<file path="src/hw_pkg.sv">
package hw_pkg;

   // ---------------------------------------
   // bus and register widths
   // ---------------------------------------
   localparam int ADDR_W     = 32;
   localparam int DATA_W     = 32;
   // default led / dip width, top level may override
   localparam int VLED_W_DEF = 16;

   // ---------------------------------------
   // register map
   // ---------------------------------------
   localparam logic [ADDR_W-1:0] HELLO_ADDR   = 32'h0000_0500;
   localparam logic [ADDR_W-1:0] VLED_ADDR    = 32'h0000_0504;
   // returned for any address outside the map
   localparam logic [DATA_W-1:0] UNIMPL_VALUE = 32'hDEAD_BEEF;
   localparam logic [1:0]        RESP_OKAY    = 2'b00;

   // ---------------------------------------
   // axi-lite channel bundles
   // ---------------------------------------
   // write request, host to slave
   typedef struct packed {
      logic              awvalid;
      logic [ADDR_W-1:0] awaddr;
      logic              wvalid;
      logic [DATA_W-1:0] wdata;
      logic              bready;
   } axil_wr_req_t;

   // write response, slave to host
   typedef struct packed {
      logic       awready;
      logic       wready;
      logic       bvalid;
      logic [1:0] bresp;
   } axil_wr_rsp_t;

   // read request, host to slave
   typedef struct packed {
      logic              arvalid;
      logic [ADDR_W-1:0] araddr;
      logic              rready;
   } axil_rd_req_t;

   // read response, slave to host
   typedef struct packed {
      logic              arready;
      logic              rvalid;
      logic [DATA_W-1:0] rdata;
      logic [1:0]        rresp;
   } axil_rd_rsp_t;

   // internal register write strobe, one cycle wide
   typedef struct packed {
      logic              en;
      logic [ADDR_W-1:0] addr;
      logic [DATA_W-1:0] data;
   } reg_wr_t;

endpackage

</file>
<file path="src/hw_axil_write.sv">
`timescale 1ns/1ns

module hw_axil_write
(
   input  logic                 clk,
   input  logic                 rst_main_n,
   input  hw_pkg::axil_wr_req_t i_req,
   output hw_pkg::axil_wr_rsp_t o_rsp,
   output hw_pkg::reg_wr_t      o_reg_wr
);

   // idle waits for an address, active runs until the response is taken
   typedef enum logic
   {
      WR_IDLE,
      WR_ACTIVE
   } wr_state_t;

   wr_state_t                 state_q;
   logic [hw_pkg::ADDR_W-1:0] awaddr_q;
   // data taken, bvalid goes up on the next edge
   logic                      rsp_pend_q;
   logic                      bvalid_q;

   logic                      wready;
   logic                      aw_hs;
   logic                      w_hs;
   logic                      b_hs;

   // ---------------------------------------
   // handshakes
   // ---------------------------------------
   // data only once the address is in and no response is outstanding
   assign wready = (state_q == WR_ACTIVE) && i_req.wvalid && !rsp_pend_q && !bvalid_q;
   assign aw_hs  = i_req.awvalid && (state_q == WR_IDLE);
   assign w_hs   = wready && i_req.wvalid;
   assign b_hs   = bvalid_q && i_req.bready;

   // ---------------------------------------
   // tracker state
   // ---------------------------------------
   always_ff @(posedge clk)
   begin
      if (!rst_main_n)
      begin
         state_q    <= WR_IDLE;
         rsp_pend_q <= 1'b0;
         bvalid_q   <= 1'b0;
      end
      else
      begin
         case (state_q)
            WR_IDLE:
            begin
               if (aw_hs)
                  state_q <= WR_ACTIVE;
            end
            default:
            begin
               // response accepted ends the write
               if (b_hs)
                  state_q <= WR_IDLE;
            end
         endcase
         // single cycle, wready is blocked while it is set
         rsp_pend_q <= w_hs;
         if (rsp_pend_q)
            bvalid_q <= 1'b1;
         else if (b_hs)
            bvalid_q <= 1'b0;
      end
   end

   // address latch
   always_ff @(posedge clk)
   begin
      if (aw_hs)
         awaddr_q <= i_req.awaddr;
   end

   // ---------------------------------------
   // outputs
   // ---------------------------------------
   assign o_rsp.awready = (state_q == WR_IDLE);
   assign o_rsp.wready  = wready;
   assign o_rsp.bvalid  = bvalid_q;
   // no error responses
   assign o_rsp.bresp   = hw_pkg::RESP_OKAY;

   // full word write, strobe lasts the data handshake cycle
   assign o_reg_wr.en   = w_hs;
   assign o_reg_wr.addr = awaddr_q;
   assign o_reg_wr.data = i_req.wdata;

endmodule

</file>
<file path="src/hw_axil_read.sv">
`timescale 1ns/1ns

module hw_axil_read
(
   input  logic                      clk,
   input  logic                      rst_main_n,
   input  hw_pkg::axil_rd_req_t      i_req,
   output hw_pkg::axil_rd_rsp_t      o_rsp,
   output logic [hw_pkg::ADDR_W-1:0] o_rd_addr,
   input  logic [hw_pkg::DATA_W-1:0] i_rd_data
);

   // address taken, decode settles during this cycle
   logic                      rd_pend_q;
   logic [hw_pkg::ADDR_W-1:0] araddr_q;
   logic                      rvalid_q;
   logic [hw_pkg::DATA_W-1:0] rdata_q;

   logic                      arready;
   logic                      ar_hs;
   logic                      r_hs;

   // ---------------------------------------
   // handshakes
   // ---------------------------------------
   // one read in flight at a time
   assign arready = !rd_pend_q && !rvalid_q;
   assign ar_hs   = i_req.arvalid && arready;
   assign r_hs    = rvalid_q && i_req.rready;

   // ---------------------------------------
   // read tracking
   // ---------------------------------------
   always_ff @(posedge clk)
   begin
      if (!rst_main_n)
      begin
         rd_pend_q <= 1'b0;
         rvalid_q  <= 1'b0;
         rdata_q   <= '0;
      end
      else
      begin
         rd_pend_q <= ar_hs;
         if (rd_pend_q)
         begin
            // capture decoded word, held until the host takes it
            rvalid_q <= 1'b1;
            rdata_q  <= i_rd_data;
         end
         else if (r_hs)
         begin
            rvalid_q <= 1'b0;
         end
      end
   end

   // address latch feeding the register decode
   always_ff @(posedge clk)
   begin
      if (ar_hs)
         araddr_q <= i_req.araddr;
   end

   // ---------------------------------------
   // outputs
   // ---------------------------------------
   assign o_rd_addr     = araddr_q;
   assign o_rsp.arready = arready;
   assign o_rsp.rvalid  = rvalid_q;
   assign o_rsp.rdata   = rdata_q;
   assign o_rsp.rresp   = hw_pkg::RESP_OKAY;

endmodule

</file>
<file path="src/hw_regs.sv">
`timescale 1ns/1ns

module hw_regs
#(
   parameter int P_VLED_W = 16
)
(
   input  logic                      clk,
   input  logic                      rst_main_n,
   input  hw_pkg::reg_wr_t           i_reg_wr,
   input  logic [hw_pkg::ADDR_W-1:0] i_rd_addr,
   output logic [hw_pkg::DATA_W-1:0] o_rd_data,
   output logic [P_VLED_W-1:0]       o_hello_low
);

   logic [hw_pkg::DATA_W-1:0] hello_q;
   // led shadow as seen by register reads
   logic [P_VLED_W-1:0]       vled_rd_q;
   logic [hw_pkg::DATA_W-1:0] hello_swapped;

   // ---------------------------------------
   // greeting register
   // ---------------------------------------
   always_ff @(posedge clk)
   begin
      if (!rst_main_n)
      begin
         hello_q   <= '0;
         vled_rd_q <= '0;
      end
      else
      begin
         // writes elsewhere in the map are dropped
         if (i_reg_wr.en && (i_reg_wr.addr == hw_pkg::HELLO_ADDR))
            hello_q <= i_reg_wr.data;
         vled_rd_q <= hello_q[P_VLED_W-1:0];
      end
   end

   // byte order reversed on readback
   assign hello_swapped = {hello_q[7:0], hello_q[15:8], hello_q[23:16], hello_q[31:24]};

   // ---------------------------------------
   // read decode
   // ---------------------------------------
   always_comb
   begin
      if (i_rd_addr == hw_pkg::HELLO_ADDR)
         o_rd_data = hello_swapped;
      else if (i_rd_addr == hw_pkg::VLED_ADDR)
         o_rd_data = {{(hw_pkg::DATA_W - P_VLED_W){1'b0}}, vled_rd_q};
      else
         o_rd_data = hw_pkg::UNIMPL_VALUE;
   end

   // low bits drive the led block
   assign o_hello_low = hello_q[P_VLED_W-1:0];

endmodule

</file>
<file path="src/hw_vled.sv">
`timescale 1ns/1ns

module hw_vled
#(
   parameter int P_VLED_W = 16
)
(
   input  logic                clk,
   input  logic                rst_main_n,
   input  logic [P_VLED_W-1:0] i_hello_low,
   input  logic [P_VLED_W-1:0] i_vdip,
   output logic [P_VLED_W-1:0] o_vled
);

   // dip switches come from another clock domain
   logic [P_VLED_W-1:0] vdip_q1;
   logic [P_VLED_W-1:0] vdip_q2;
   logic [P_VLED_W-1:0] vled_q;
   logic [P_VLED_W-1:0] vled_out_q;

   // ---------------------------------------
   // dip sync and led shadow
   // ---------------------------------------
   always_ff @(posedge clk)
   begin
      if (!rst_main_n)
      begin
         vdip_q1    <= '0;
         vdip_q2    <= '0;
         vled_q     <= '0;
         vled_out_q <= '0;
      end
      else
      begin
         // two-flop synchronizer
         vdip_q1    <= i_vdip;
         vdip_q2    <= vdip_q1;
         // shadow follows the greeting low bits
         vled_q     <= i_hello_low;
         // switches mask the shadow
         vled_out_q <= vled_q & vdip_q2;
      end
   end

   assign o_vled = vled_out_q;

endmodule

</file>
<file path="src/hw_top.sv">
`timescale 1ns/1ns

module hw_top
#(
   parameter int P_VLED_W = hw_pkg::VLED_W_DEF
)
(
   input  logic                 clk,
   input  logic                 rst_main_n,
   // write channels
   input  hw_pkg::axil_wr_req_t i_wr_req,
   output hw_pkg::axil_wr_rsp_t o_wr_rsp,
   // read channels
   input  hw_pkg::axil_rd_req_t i_rd_req,
   output hw_pkg::axil_rd_rsp_t o_rd_rsp,
   // virtual switches and leds
   input  logic [P_VLED_W-1:0]  i_vdip,
   output logic [P_VLED_W-1:0]  o_vled
);

   // ---------------------------------------
   // internal wiring
   // ---------------------------------------
   // register write strobe from the write port
   hw_pkg::reg_wr_t           reg_wr;
   // read address out, decoded word back
   logic [hw_pkg::ADDR_W-1:0] rd_addr;
   logic [hw_pkg::DATA_W-1:0] rd_data;
   // greeting low bits toward the led block
   logic [P_VLED_W-1:0]       hello_low;

   // ---------------------------------------
   // bus front end
   // ---------------------------------------
   hw_axil_write i_hw_axil_write
   (
      .clk        (clk),
      .rst_main_n (rst_main_n),
      .i_req      (i_wr_req),
      .o_rsp      (o_wr_rsp),
      .o_reg_wr   (reg_wr)
   );

   hw_axil_read i_hw_axil_read
   (
      .clk        (clk),
      .rst_main_n (rst_main_n),
      .i_req      (i_rd_req),
      .o_rsp      (o_rd_rsp),
      .o_rd_addr  (rd_addr),
      .i_rd_data  (rd_data)
   );

   // ---------------------------------------
   // register file and led path
   // ---------------------------------------
   hw_regs
   #(
      .P_VLED_W (P_VLED_W)
   )
   i_hw_regs
   (
      .clk         (clk),
      .rst_main_n  (rst_main_n),
      .i_reg_wr    (reg_wr),
      .i_rd_addr   (rd_addr),
      .o_rd_data   (rd_data),
      .o_hello_low (hello_low)
   );

   hw_vled
   #(
      .P_VLED_W (P_VLED_W)
   )
   i_hw_vled
   (
      .clk         (clk),
      .rst_main_n  (rst_main_n),
      .i_hello_low (hello_low),
      .i_vdip      (i_vdip),
      .o_vled      (o_vled)
   );

endmodule

</file>
<file path="config.mk">
export PLATFORM = sky130hd
export DESIGN_NAME = hw_top
export DESIGN_NICKNAME = d
export VERILOG_FILES = /design/src/hw_pkg.sv /design/src/hw_axil_write.sv /design/src/hw_axil_read.sv /design/src/hw_regs.sv /design/src/hw_vled.sv /design/src/hw_top.sv
export SDC_FILE = /design/constraint.sdc
export NUM_CORES = 1
export LEC_CHECK = 0
export ABC_CLOCK_PERIOD_IN_PS = 4530
export CORE_ASPECT_RATIO = 0.75
export CORE_MARGIN = 2
export CORE_UTILIZATION = 60
export DETAILED_ROUTE_END_ITERATION = 8
export DONT_BUFFER_PORTS = 1
export PLACE_DENSITY = 0.76
export SYNTH_ARGS = -nofsm -noshare
export SYNTH_HDL_FRONTEND = slang
export SYNTH_HIERARCHICAL = 1
export SYNTH_SLANG_ARGS = --single-unit
</file>
<file path="constraint.sdc">
create_clock -name clk -period 4.53 [get_ports clk]
set_input_delay 0.453 -clock clk [delete_from_list [all_inputs] [get_ports clk]]
set_output_delay 0.453 -clock clk [all_outputs]
set_load 0.05 [all_outputs]
</file>
==> results.py, run 1 <==
metrics = {
    "yosys": {
        "synth_seq_area_share_pct": 63.4,
        "synthArstFlopShare_pct": 0,
        "ys_seq_elements": 213,
        "syn_area_per_cell_um2": 12.1,
        "syn_inst": 637,
        "syn_area_mm2": 0.00774,
        "synth_top_flop_cell": "dfxtp_1",
        "yosysUniqueCellTypes": 35,
        "ys.warnings.count": 6,
        "synth_edf_count": 64,
    },
    "timing": {
        "fin_crit_sh_pct": 58.1,
        "hold_ws_ns": 0.0609,
        "hold_viol_final": 0,
        "rsz0062_at_grt": "no",
        "setup_tns_ns": 0,
        "slew_headroom_pct": 25.8,
        "tightest_slew_ns": 1.11,
        "max_freq_mhz": 380,
        "finClkSkew_ns": 0.0224,
        "slew_viol_final": 0,
        "period_minus_slack_ns": 2.63,
        "setup_viol": 0,
    },
    "pwr": {
        "clkPwrFrac_pct": 39.8,
        "p_seq_share_pct": 57.4,
        "power_frac_comb_pct": 2.7,
        "switching_share_pct": 20.9,
        "power.leakage_uw": 0.00300,
        "ir_worst_vdd_mv": 0.326,
        "power.switching_uw": 777,
        "p_int_uw": 2930,
        "p_per_area_mw_per_mm2": 467,
    },
    "setup_path": {
        "cp-end-kind": "register",
        "critPathMaxFanout": 24,
        "rr_startpoint": "i_hw_axil_read/o_rd_addr[17]",
        "path_class": "reg -> reg",
        "cp.required_ns": 4.89,
        "crit_path_start_kind": "register",
        "setup.worst_path.start": "i_hw_axil_read/o_rd_addr[17]",
        "worstPathArrival_ns": 2.99,
    },
    "cells_and_area": {
        "diodes": 0,
        "instances_no_fill": 754,
        "final_cell_mix": "148 x dfxtp_1, 80 x mux2i_1, 77 x nand2_1",
        "finalInstanceArea_mm2": 0.00794,
        "final_util_pct": 63.9,
        "layout-drive-gt1-share_pct": 8.84,
        "area_growth_pct": 2.65,
        "final_common_cell": "dfxtp_1",
        "nets": 696,
    },
    "clocking": {
        "holdBufCountCts": 0,
        "cts_tree": "yes",
        "clockRootBuffer": "clkbuf_16",
        "cts_inserted_buffers": 19,
        "ctsResizeCount": 0,
        "path_clk_slew_ns": 0.06,
        "cts_sinks": 213,
        "post_cts.repair.setup_buffers": 0,
        "clockBufferDepth": 3,
        "clock_tree.htree_level_count": 1,
        "insertion_delay_ns": 0.48,
    },
    "drt": {
        "drt-wirelength-per-cell_um": 16.7,
        "ant_nets": 0,
        "vias": 3927,
        "drt_iter0_drc": 171,
        "drt_pass1_iterations": 4,
        "viasPerCell": 5.21,
        "drt-total-wl_um": 12600,
        "drc": 0,
    },
    "grt": {
        "antenna_found_initial": 0,
        "grt_first_pass_wirelength_um": 19500,
        "grt-ovfl-total": 0,
        "grt_pass1_vias": 3904,
        "grt_max_degree": 166,
        "grt_usage_pct": 18.2,
    },
    "min_path": {
        "worstHoldPathType": "in -> reg",
        "hold_start": "i_wr_req[40]",
    },
    "placement": {
        "port_buffers": 0,
        "dp_hpwl_um": 8500,
        "dp_cells": 722,
        "place_area_mm2": 0.00736,
        "place_congestion": 0.754,
    },
    "floorplan": {
        "die_h_um": 102,
        "fp-row-count": 35,
        "dieArea_mm2": 0.0138,
        "core_area_mm2": 0.0124,
        "initial_core_util_pct": 62.2,
        "io_pins": 176,
        "die_w_um": 135,
    },
    "flow_run": {
        "max_cap_viol_count": 0,
    },
    "status": {
        "status": "finished, final reports clean",
    },
}
[cell usage after synthesis, types with 2 or more instances]
| cell type | count | area share, % |
|---|---|---|
| and3_1 | 2 | 0.16 |
| nor3_1 | 4 | 0.26 |
| buf_8 | 4 | 0.78 |
| o21ai_0 | 10 | 0.65 |
| o21ai_1 | 2 | 0.13 |
| mux2i_1 | 80 | 10 |
| edfxtp_1 | 64 | 25 |
| nor2b_1 | 34 | 2.7 |
| dfxtp_1 | 149 | 39 |
| nand2_1 | 77 | 3.7 |
| conb_1 | 2 | 0.097 |
| nor4_1 | 10 | 0.81 |
| nor2_1 | 2 | 0.097 |
| o21a_1 | 2 | 0.19 |
| buf_2 | 3 | 0.19 |
| buf_4 | 57 | 5.5 |
| nand4_1 | 4 | 0.32 |
| and3_2 | 14 | 1.4 |
| clkbuf_2 | 6 | 0.39 |
| clkbuf_1 | 12 | 0.58 |
| nor4b_2 | 2 | 0.39 |
| buf_6 | 3 | 0.44 |
| inv_1 | 28 | 1.4 |
| and2_1 | 50 | 4.0 |
| nor4b_1 | 6 | 0.68 |
[worst paths after layout]
kind                                               endpoint  slack [ns]  cells past startpoint
worst max register to register   i_hw_axil_read/rdata_q[25]        1.90                      6
worst min register to register        i_hw_vled/vdip_q2[10]        0.42                      1
worst min-delay path            i_hw_axil_write/awaddr_q[6]        0.06                      0
worst max-delay path             i_hw_axil_read/rdata_q[25]        1.90                      6
[per-layer routing]
metal  GRT usage [%]  part of all wire, %  vias up  routed length [um]
li1                -                    -     1940                   -
met4            6.01                  2.0        0                 251
met5               0                    0        -                   0
met3            6.75                  7.6       18                 955
met1            21.1                   43     1835                5420
met2            31.6                   47      134                5960
[through the flow]
step	power (uW)	setup slack (ns)
after global placement	2270	2.07
after CTS	3760	1.87
after global routing	3840	1.58
after detailed placement	2270	1.94
after floorplan	2290	2.65
final	3710	1.90
[cell type report]
cell class                 count  area [um2]
tap                          166         208
multi-input combinational    312        2120
inverter                      28         105
clock inverter                 5        26.3
timing repair buffer           3        22.5
fill                         950        4500
sequential                   213        4910
clock buffer                  27         556
[power by group through the flow]
stage | logic [uW] | registers (uW) | clock network (uW)
6_report | 101 | 2130 | 1480
5_1_grt | 111 | 2140 | 1590
4_1_cts | 102 | 2130 | 1520
3_5_place_dp | 102 | 2170 | 0
3_3_place_gp | 97.7 | 2170 | 0
2_1_floorplan | 143 | 2150 | 0
[cell families (layout without fill, tap and decap cells)]
group / after synthesis / after routing / synth area share, %
flops: 213 / 213 / 63.4
simple gates: 213 / 213 / 15.8
buf+inv: 114 / 63 / 9.32
mux: 80 / 80 / 10.4
compound gates: 15 / 15 / 1.05
other cells: 2 / 4 / 0.0971
[state kept, by name, indices dropped and copies added, names as in the netlist]
register and flops:
i_hw_axil_read/rdata_q 32, i_hw_axil_read/rvalid_q 1, i_hw_axil_write/state_q 1, i_hw_vled/o_vled 16, i_hw_axil_write/bvalid_q 1, i_hw_regs/hello_q 32, i_hw_vled/vdip_q1 16, i_hw_vled/vled_q 16
i_hw_axil_read/rd_pend_q 1, i_hw_axil_write/awaddr_q 32, i_hw_axil_read/o_rd_addr 32, i_hw_axil_write/rsp_pend_q 1, i_hw_regs/vled_rd_q 16, i_hw_vled/vdip_q2 16
[critical path: stages, from the launching register on]
cell      delay, ns
edfxtp_1       0.38
nor4_1         0.35
nand4_1        0.44
nor2_2         0.88
o21ai_0        0.20
mux2i_1        0.20
nor2b_1        0.06
Note: power is estimated with default switching activity, not from simulation.
==> inputs of run 2 (changes only) <==
Settings changed: ABC_CLOCK_PERIOD_IN_PS 4530 to 2650.
Clock period 4.53 ns to 2.65 ns, I/O delays scaled along.
==> results.py, run 2 (synthesis gave the netlist of run 1 again) <==
metrics = {
    "pwr": {
        "p_int_uw": 5520,
        "switching_share_pct": 21.5,
        "power.leakage_uw": 0.00359,
        "ir_worst_vdd_mv": 0.471,
        "clkPwrFrac_pct": 43.0,
        "p_seq_share_pct": 51.6,
        "power.switching_uw": 1510,
        "p_per_area_mw_per_mm2": 754,
        "power_frac_comb_pct": 5.3,
    },
    "min_path": {
        "hold_depth": 2,
        "worstHoldPathType": "in -> reg",
    },
    "cells_and_area": {
        "n_fill_cell": 788,
        "final_common_cell": "dfxtp_1",
        "layout-drive-gt1-share_pct": 8.95,
        "nets": 820,
        "area_growth_pct": 20.4,
        "register_area_mm2": 0.00491,
        "final_cell_mix": "148 x dfxtp_1, 116 x dlygate4sd3_1, 80 x mux2i_1",
        "multi_input_area_mm2": 0.00212,
        "diodes": 0,
    },
    "setup_path": {
        "path_class": "reg -> reg",
        "crit_family": "simple AND/OR/NAND/NOR gates",
        "cp-end-kind": "register",
        "critPathMaxFanout": 24,
        "crit_path_max_incr_delay_ns": 0.40,
        "crit_buf_inv": 2,
        "critical_path_depth": 8,
        "worstPathCellList": "nor4bb_1, nand4_1, buf_4, nor2_2, buf_4, o21ai_0, mux2i_1, nor2b_1",
        "crit_path_start_kind": "register",
        "slowest_stage": "nor4bb_1",
        "worstPathArrival_ns": 2.43,
        "cp.required_ns": 3.02,
        "crit_path_frequent_cell": "buf_4",
        "ff2ff_path_depth": 8,
    },
    "placement": {
        "port_buffers": 0,
        "place_congestion": 0.763,
        "dp_hpwl_um": 8330,
    },
    "floorplan": {
        "die_w_um": 135,
        "core_area_mm2": 0.0124,
        "die_h_um": 102,
        "io_pins": 176,
        "fp-row-count": 35,
        "initial_core_util_pct": 62.2,
        "dieArea_mm2": 0.0138,
    },
    "grt": {
        "antenna_found_initial": 0,
        "grt_max_degree": 164,
        "grt_first_pass_wirelength_um": 23600,
        "grt_usage_pct": 22.0,
        "grt-ovfl-total": 0,
        "grt_pass1_vias": 4677,
    },
    "clocking": {
        "cts_inserted_buffers": 20,
        "cts_tree": "yes",
        "path_clk_slew_ns": 0.07,
        "post_cts.repair.setup_buffers": 0,
        "clockRootBuffer": "clkbuf_16",
        "clockBufferDepth": 3,
        "cts_sinks": 213,
        "clock_tree.htree_level_count": 1,
        "ctsResizeCount": 0,
        "insertion_delay_ns": 0.48,
        "holdBufCountCts": 117,
    },
    "timing": {
        "setup_tns_ns": 0,
        "rsz0062_at_grt": "no",
        "tightest_slew_ns": 0.702,
        "setup_viol": 0,
        "fin_crit_sh_pct": 77.7,
        "hold_ws_ns": 0.286,
        "period_minus_slack_ns": 2.06,
        "slew_headroom_pct": 53.2,
        "hold_viol_final": 0,
        "max_freq_mhz": 486,
        "finClkSkew_ns": 0.0117,
        "slew_viol_final": 0,
    },
    "drt": {
        "drc": 0,
        "wl_met1_um": 6390,
        "drt_pass1_iterations": 4,
        "route.met3.wl_um": 1090,
        "viasPerCell": 5.12,
        "vias": 4515,
        "drt-wirelength-per-cell_um": 17.6,
        "wl_met2_um": 7780,
        "ant_nets": 0,
        "top_layer_used": "met4",
        "drt-total-wl_um": 15500,
        "drt_iter0_drc": 207,
    },
    "status": {
        "status": "finished, final reports clean",
    },
    "flow_run": {
        "max_cap_viol_count": 0,
    },
}
[run 2: changes by cell type in the layout (fill, tap and decap cells not counted), sizes merged]
cell,delta
dlygate4sd3,+116
buf,+7
bufinv,+3
clkinv,+2
inv,-2
clkbuf,+1
[run 2: area by class of cell]
| cell class | count | share of cell area [%] |
|---|---|---|
| inverter | 28 | 1.13 |
| timing repair buffer | 126 | 13.6 |
| multi-input combinational | 312 | 22.7 |
| sequential | 213 | 52.7 |
| clock inverter | 8 | 1.38 |
| tap | 166 | 2.23 |
| clock buffer | 28 | 6.24 |
[run 2: routing by layer]
metal / vias to the layer above / global-route usage, %
met5: - / 0
li1: 2188 / -
met2: 170 / 39.6
met4: 0 / 5.53
met1: 2131 / 26.7
met3: 26 / 5.80
[run 2: worst reg2reg max path: stages (launching register included)]
cell and delay (ns):
edfxtp_1 0.37, nor4bb_1 0.40, nand4_1 0.20, buf_4 0.22, nor2_2 0.08, buf_4 0.27, o21ai_0 0.14, mux2i_1 0.20
nor2b_1 0.08
[run 2: worst paths after layout]
kind | end | slack (ns) | start
worst min register to register | i_hw_vled/vdip_q2[2] | 0.43 | i_hw_vled/vdip_q1[2]
worst max-delay path | i_hw_axil_read/rdata_q[27] | 0.59 | i_hw_axil_read/o_rd_addr[11]
worst min-delay path | i_hw_vled/vdip_q2[8] | 0.29 | rst_main_n
worst max register to register | i_hw_axil_read/rdata_q[27] | 0.59 | i_hw_axil_read/o_rd_addr[11]
[run 2: power groups by stage]
stage / Sequential (uW) / Clock, uW / Combinational (uW)
5_1_grt: 3640 / 3220 / 404
6_report: 3630 / 3020 / 374
3_3_place_gp: 3690 / 0 / 187
3_5_place_dp: 3700 / 0 / 193
2_1_floorplan: 3680 / 0 / 244
4_1_cts: 3620 / 3060 / 363
[run 2: per-stage QoR]
| step | utilization [%] | setup WS [ns] | instance area (um2) | total power (uW) | cells |
|---|---|---|---|---|---|
| CTS | 74.9 | 0.691 | 9320 | 7050 | 881 |
| floorplan | - | 0.765 | 7740 | 3920 | 639 |
| finish | 74.9 | 0.592 | 9320 | 7030 | 881 |
| global route | 74.9 | 0.469 | 9320 | 7260 | 881 |
| detailed placement | 59.6 | 0.723 | 7420 | 3890 | 728 |
| global placement | 59.6 | 0.808 | 7420 | 3880 | 728 |
==> inputs of run 3 (changes only) <==
Settings changed: ABC_CLOCK_PERIOD_IN_PS 2650 to 2050.
Clock period 2.65 ns to 2.05 ns, I/O delays scaled along.
==> results.py, run 3 <==
metrics = {
    "clocking": {
        "clockBufferDepth": 3,
        "post_cts.repair.setup_buffers": 0,
        "holdBufCountCts": 154,
        "clockRootBuffer": "clkbuf_16",
        "ctsResizeCount": 0,
        "cts_inserted_buffers": 20,
        "clock_tree.htree_level_count": 1,
        "cts_sinks": 213,
    },
    "yosys": {
        "syn_area_per_cell_um2": 12.1,
        "synthTopCellsByCount": "149 x dfxtp_1, 80 x mux2i_1, 77 x nand2_1, 64 x edfxtp_1, 57 x buf_4",
        "ys.warnings.count": 6,
        "yosysTopAreaCell": "dfxtp_1",
        "ys_seq_elements": 213,
        "synth_top_flop_cell": "dfxtp_1",
        "synth_seq_area_share_pct": 63.4,
        "synthArstFlopShare_pct": 0,
        "syn_inst": 637,
        "synth.most_common_cell": "dfxtp_1",
        "netlist.area_leader.share_pct": 38.6,
        "synth.area.top_cells": "dfxtp_1 39%, edfxtp_1 25%, mux2i_1 10%",
        "syn_area_mm2": 0.00774,
        "synth_edf_count": 64,
        "yosysUniqueCellTypes": 35,
    },
    "status": {
        "haltStage": "clock tree synthesis",
        "error": "[ERROR RSZ-0060] Max buffer count reached.",
        "status": "did not finish",
    },
    "placement": {
        "dp_cells": 728,
        "place_congestion": 0.737,
        "port_buffers": 0,
        "dp_hpwl_um": 8380,
    },
    "floorplan": {
        "die_h_um": 102,
        "die_w_um": 135,
        "initial_core_util_pct": 62.2,
        "fp-row-count": 35,
        "io_pins": 176,
    },
}
run 3: cell counts after synthesis:
No cell type changed its count.
run 3: cells by family after synthesis:
kind of cell	share of synthesized area [%]
buffers and inverters	9.32
AND/OR/NAND/NOR	15.8
AO/OA/AOI/OAI	1.05
flip-flops	63.4
multiplexers	10.4
other	0.0971
run 3: through the flow:
| step | hold slack (ns) | setup slack [ns] | area, um2 |
|---|---|---|---|
| after floorplan | 0.304 | 0.165 | 7740 |
| after global placement | 0.304 | 0.265 | 7440 |
| after detailed placement | 0.304 | 0.203 | 7440 |
==> inputs of run 4 (changes only) <==
Settings changed: CORE_ASPECT_RATIO 0.75 to unset, CORE_UTILIZATION 60 to 40, PLACE_DENSITY 0.76 to unset, PLACE_DENSITY_LB_ADDON set to 0.15.
==> results.py, run 4 (synthesis gave the netlist of run 1 again) <==
metrics = {
    "status": {
        "status": "finished, final reports clean",
    },
    "pwr": {
        "switching_share_pct": 22.0,
        "ir_worst_vdd_mv": 0.630,
        "clkPwrFrac_pct": 43.0,
        "power_frac_comb_pct": 5.6,
        "p_seq_share_pct": 51.4,
        "p_int_uw": 7120,
        "power.switching_uw": 2010,
        "power.leakage_uw": 0.00381,
        "power_uw": 9130,
        "p_per_area_mw_per_mm2": 929,
    },
    "timing": {
        "period_minus_slack_ns": 1.96,
        "hold_viol_final": 0,
        "fin_crit_sh_pct": 95.7,
        "slew_viol_final": 0,
        "tightest_slew_ns": 0.691,
        "setup_viol": 0,
        "rsz0062_at_grt": "no",
        "setup_ws_ns": 0.0889,
        "hold_ws_ns": 0.150,
        "finClkSkew_ns": 0.0233,
        "max_freq_mhz": 510,
        "slew_headroom_pct": 53.9,
        "setup_tns_ns": 0,
    },
    "cells_and_area": {
        "area_growth_pct": 27.1,
        "nets": 859,
        "final_common_cell": "dlygate4sd3_1",
        "layout-drive-gt1-share_pct": 8.87,
        "final_util_pct": 52.2,
        "final_cell_mix": "151 x dlygate4sd3_1, 148 x dfxtp_1, 80 x mux2i_1",
        "diodes": 0,
    },
    "setup_path": {
        "ff2ff_setup_slack_ns": 0.09,
        "worstPathArrival_ns": 2.41,
        "setup.worst_path.start": "i_hw_axil_write/bvalid_q",
        "rr_startpoint": "i_hw_axil_write/bvalid_q",
        "cp-end-kind": "register",
        "crit_path_start_kind": "register",
        "critPathMaxFanout": 4,
        "cp.required_ns": 2.50,
        "path_class": "reg -> reg",
    },
    "flow_run": {
        "max_cap_viol_count": 0,
    },
    "min_path": {
        "hold_start": "rst_main_n",
        "worstHoldPathType": "in -> reg",
    },
    "placement": {
        "port_buffers": 0,
        "place_congestion": 0.715,
        "dp_slack_ns": 0.200,
        "dp_hpwl_um": 9170,
    },
    "drt": {
        "viasPerCell": 4.54,
        "drt_pass1_iterations": 4,
        "drt-total-wl_um": 16100,
        "ant_nets": 0,
        "drc": 0,
        "drt-wirelength-per-cell_um": 15.9,
        "vias": 4604,
        "drt_iter0_drc": 196,
    },
    "floorplan": {
        "initial_core_util_pct": 41.1,
        "dieArea_mm2": 0.0205,
        "die_h_um": 143,
        "io_pins": 176,
        "die_w_um": 143,
        "fp-row-count": 50,
        "core_area_mm2": 0.0188,
    },
    "clocking": {
        "cts_tree": "yes",
        "cts_sinks": 213,
        "clockBufferDepth": 3,
        "post_cts.repair.setup_buffers": 0,
        "clock_tree.htree_level_count": 1,
        "clockRootBuffer": "clkbuf_16",
        "cts_inserted_buffers": 23,
        "insertion_delay_ns": 0.51,
        "path_clk_slew_ns": 0.06,
    },
    "grt": {
        "grt_max_degree": 128,
        "antenna_found_initial": 0,
        "grt_usage_pct": 16.0,
        "grt-ovfl-total": 0,
        "grt_pass1_vias": 5026,
        "grt_first_pass_wirelength_um": 25700,
    },
}
==> run 4: final timing paths <==
kind                                      to  depth (start not counted)
setup reg to reg  i_hw_axil_write/rsp_pend_q                          4
hold / removal    i_hw_axil_read/rdata_q[21]                          2
setup / recovery  i_hw_axil_write/rsp_pend_q                          4
hold reg to reg        i_hw_vled/vdip_q2[12]                          1
==> run 4: stage by stage <==
step                cell area, um2  std cells
floorplan                     7740        639
global placement              7570        823
detailed placement            7570        823
CTS                           9830       1015
global route                  9830       1015
finish                        9830       1015
==> run 4: critical path: stages (launching register included) <==
cell and delay (ns):
dfxtp_1 0.31, buf_4 0.19, and4bb_1 0.62, and2_1 0.23
dlygate4sd3_1 0.56
==> run 4: timing repair <==
action / in CTS / in global routing
hold endpoints to repair: 213 / 0
resized for setup: 0 / 1
endpoints found under the setup margin: 0 / 1
hold buffers: 152 / 0
==> run 4: final cells by class <==
class / count / area [um2]
Multi-Input combinational cell: 312 / 2120
Clock buffer: 31 / 646
Timing Repair Buffer: 162 / 1660
Sequential cell: 213 / 4910
Inverter: 28 / 105
Tap cell: 260 / 325
Clock inverter: 9 / 75.1
Fill cell: 1613 / 9000
==> run 4: power groups by stage <==
stage               logic, uW  registers (uW)  clock network (uW)
floorplan                 315            4750                   0
global placement          247            4780                   0
detailed placement        251            4790                   0
CTS                       504            4690                4020
global route              558            4710                4230
finish                    511            4700                3920
==> run 4: per-layer routing <==
layer / vias up / global-route usage (%) / wire length, um
li1: 2264 / - / -
met1: 2151 / 18.8 / 6510
met2: 156 / 28.1 / 7980
met3: 33 / 4.53 / 1130
met4: 0 / 5.42 / 500
met5: - / 0 / 0
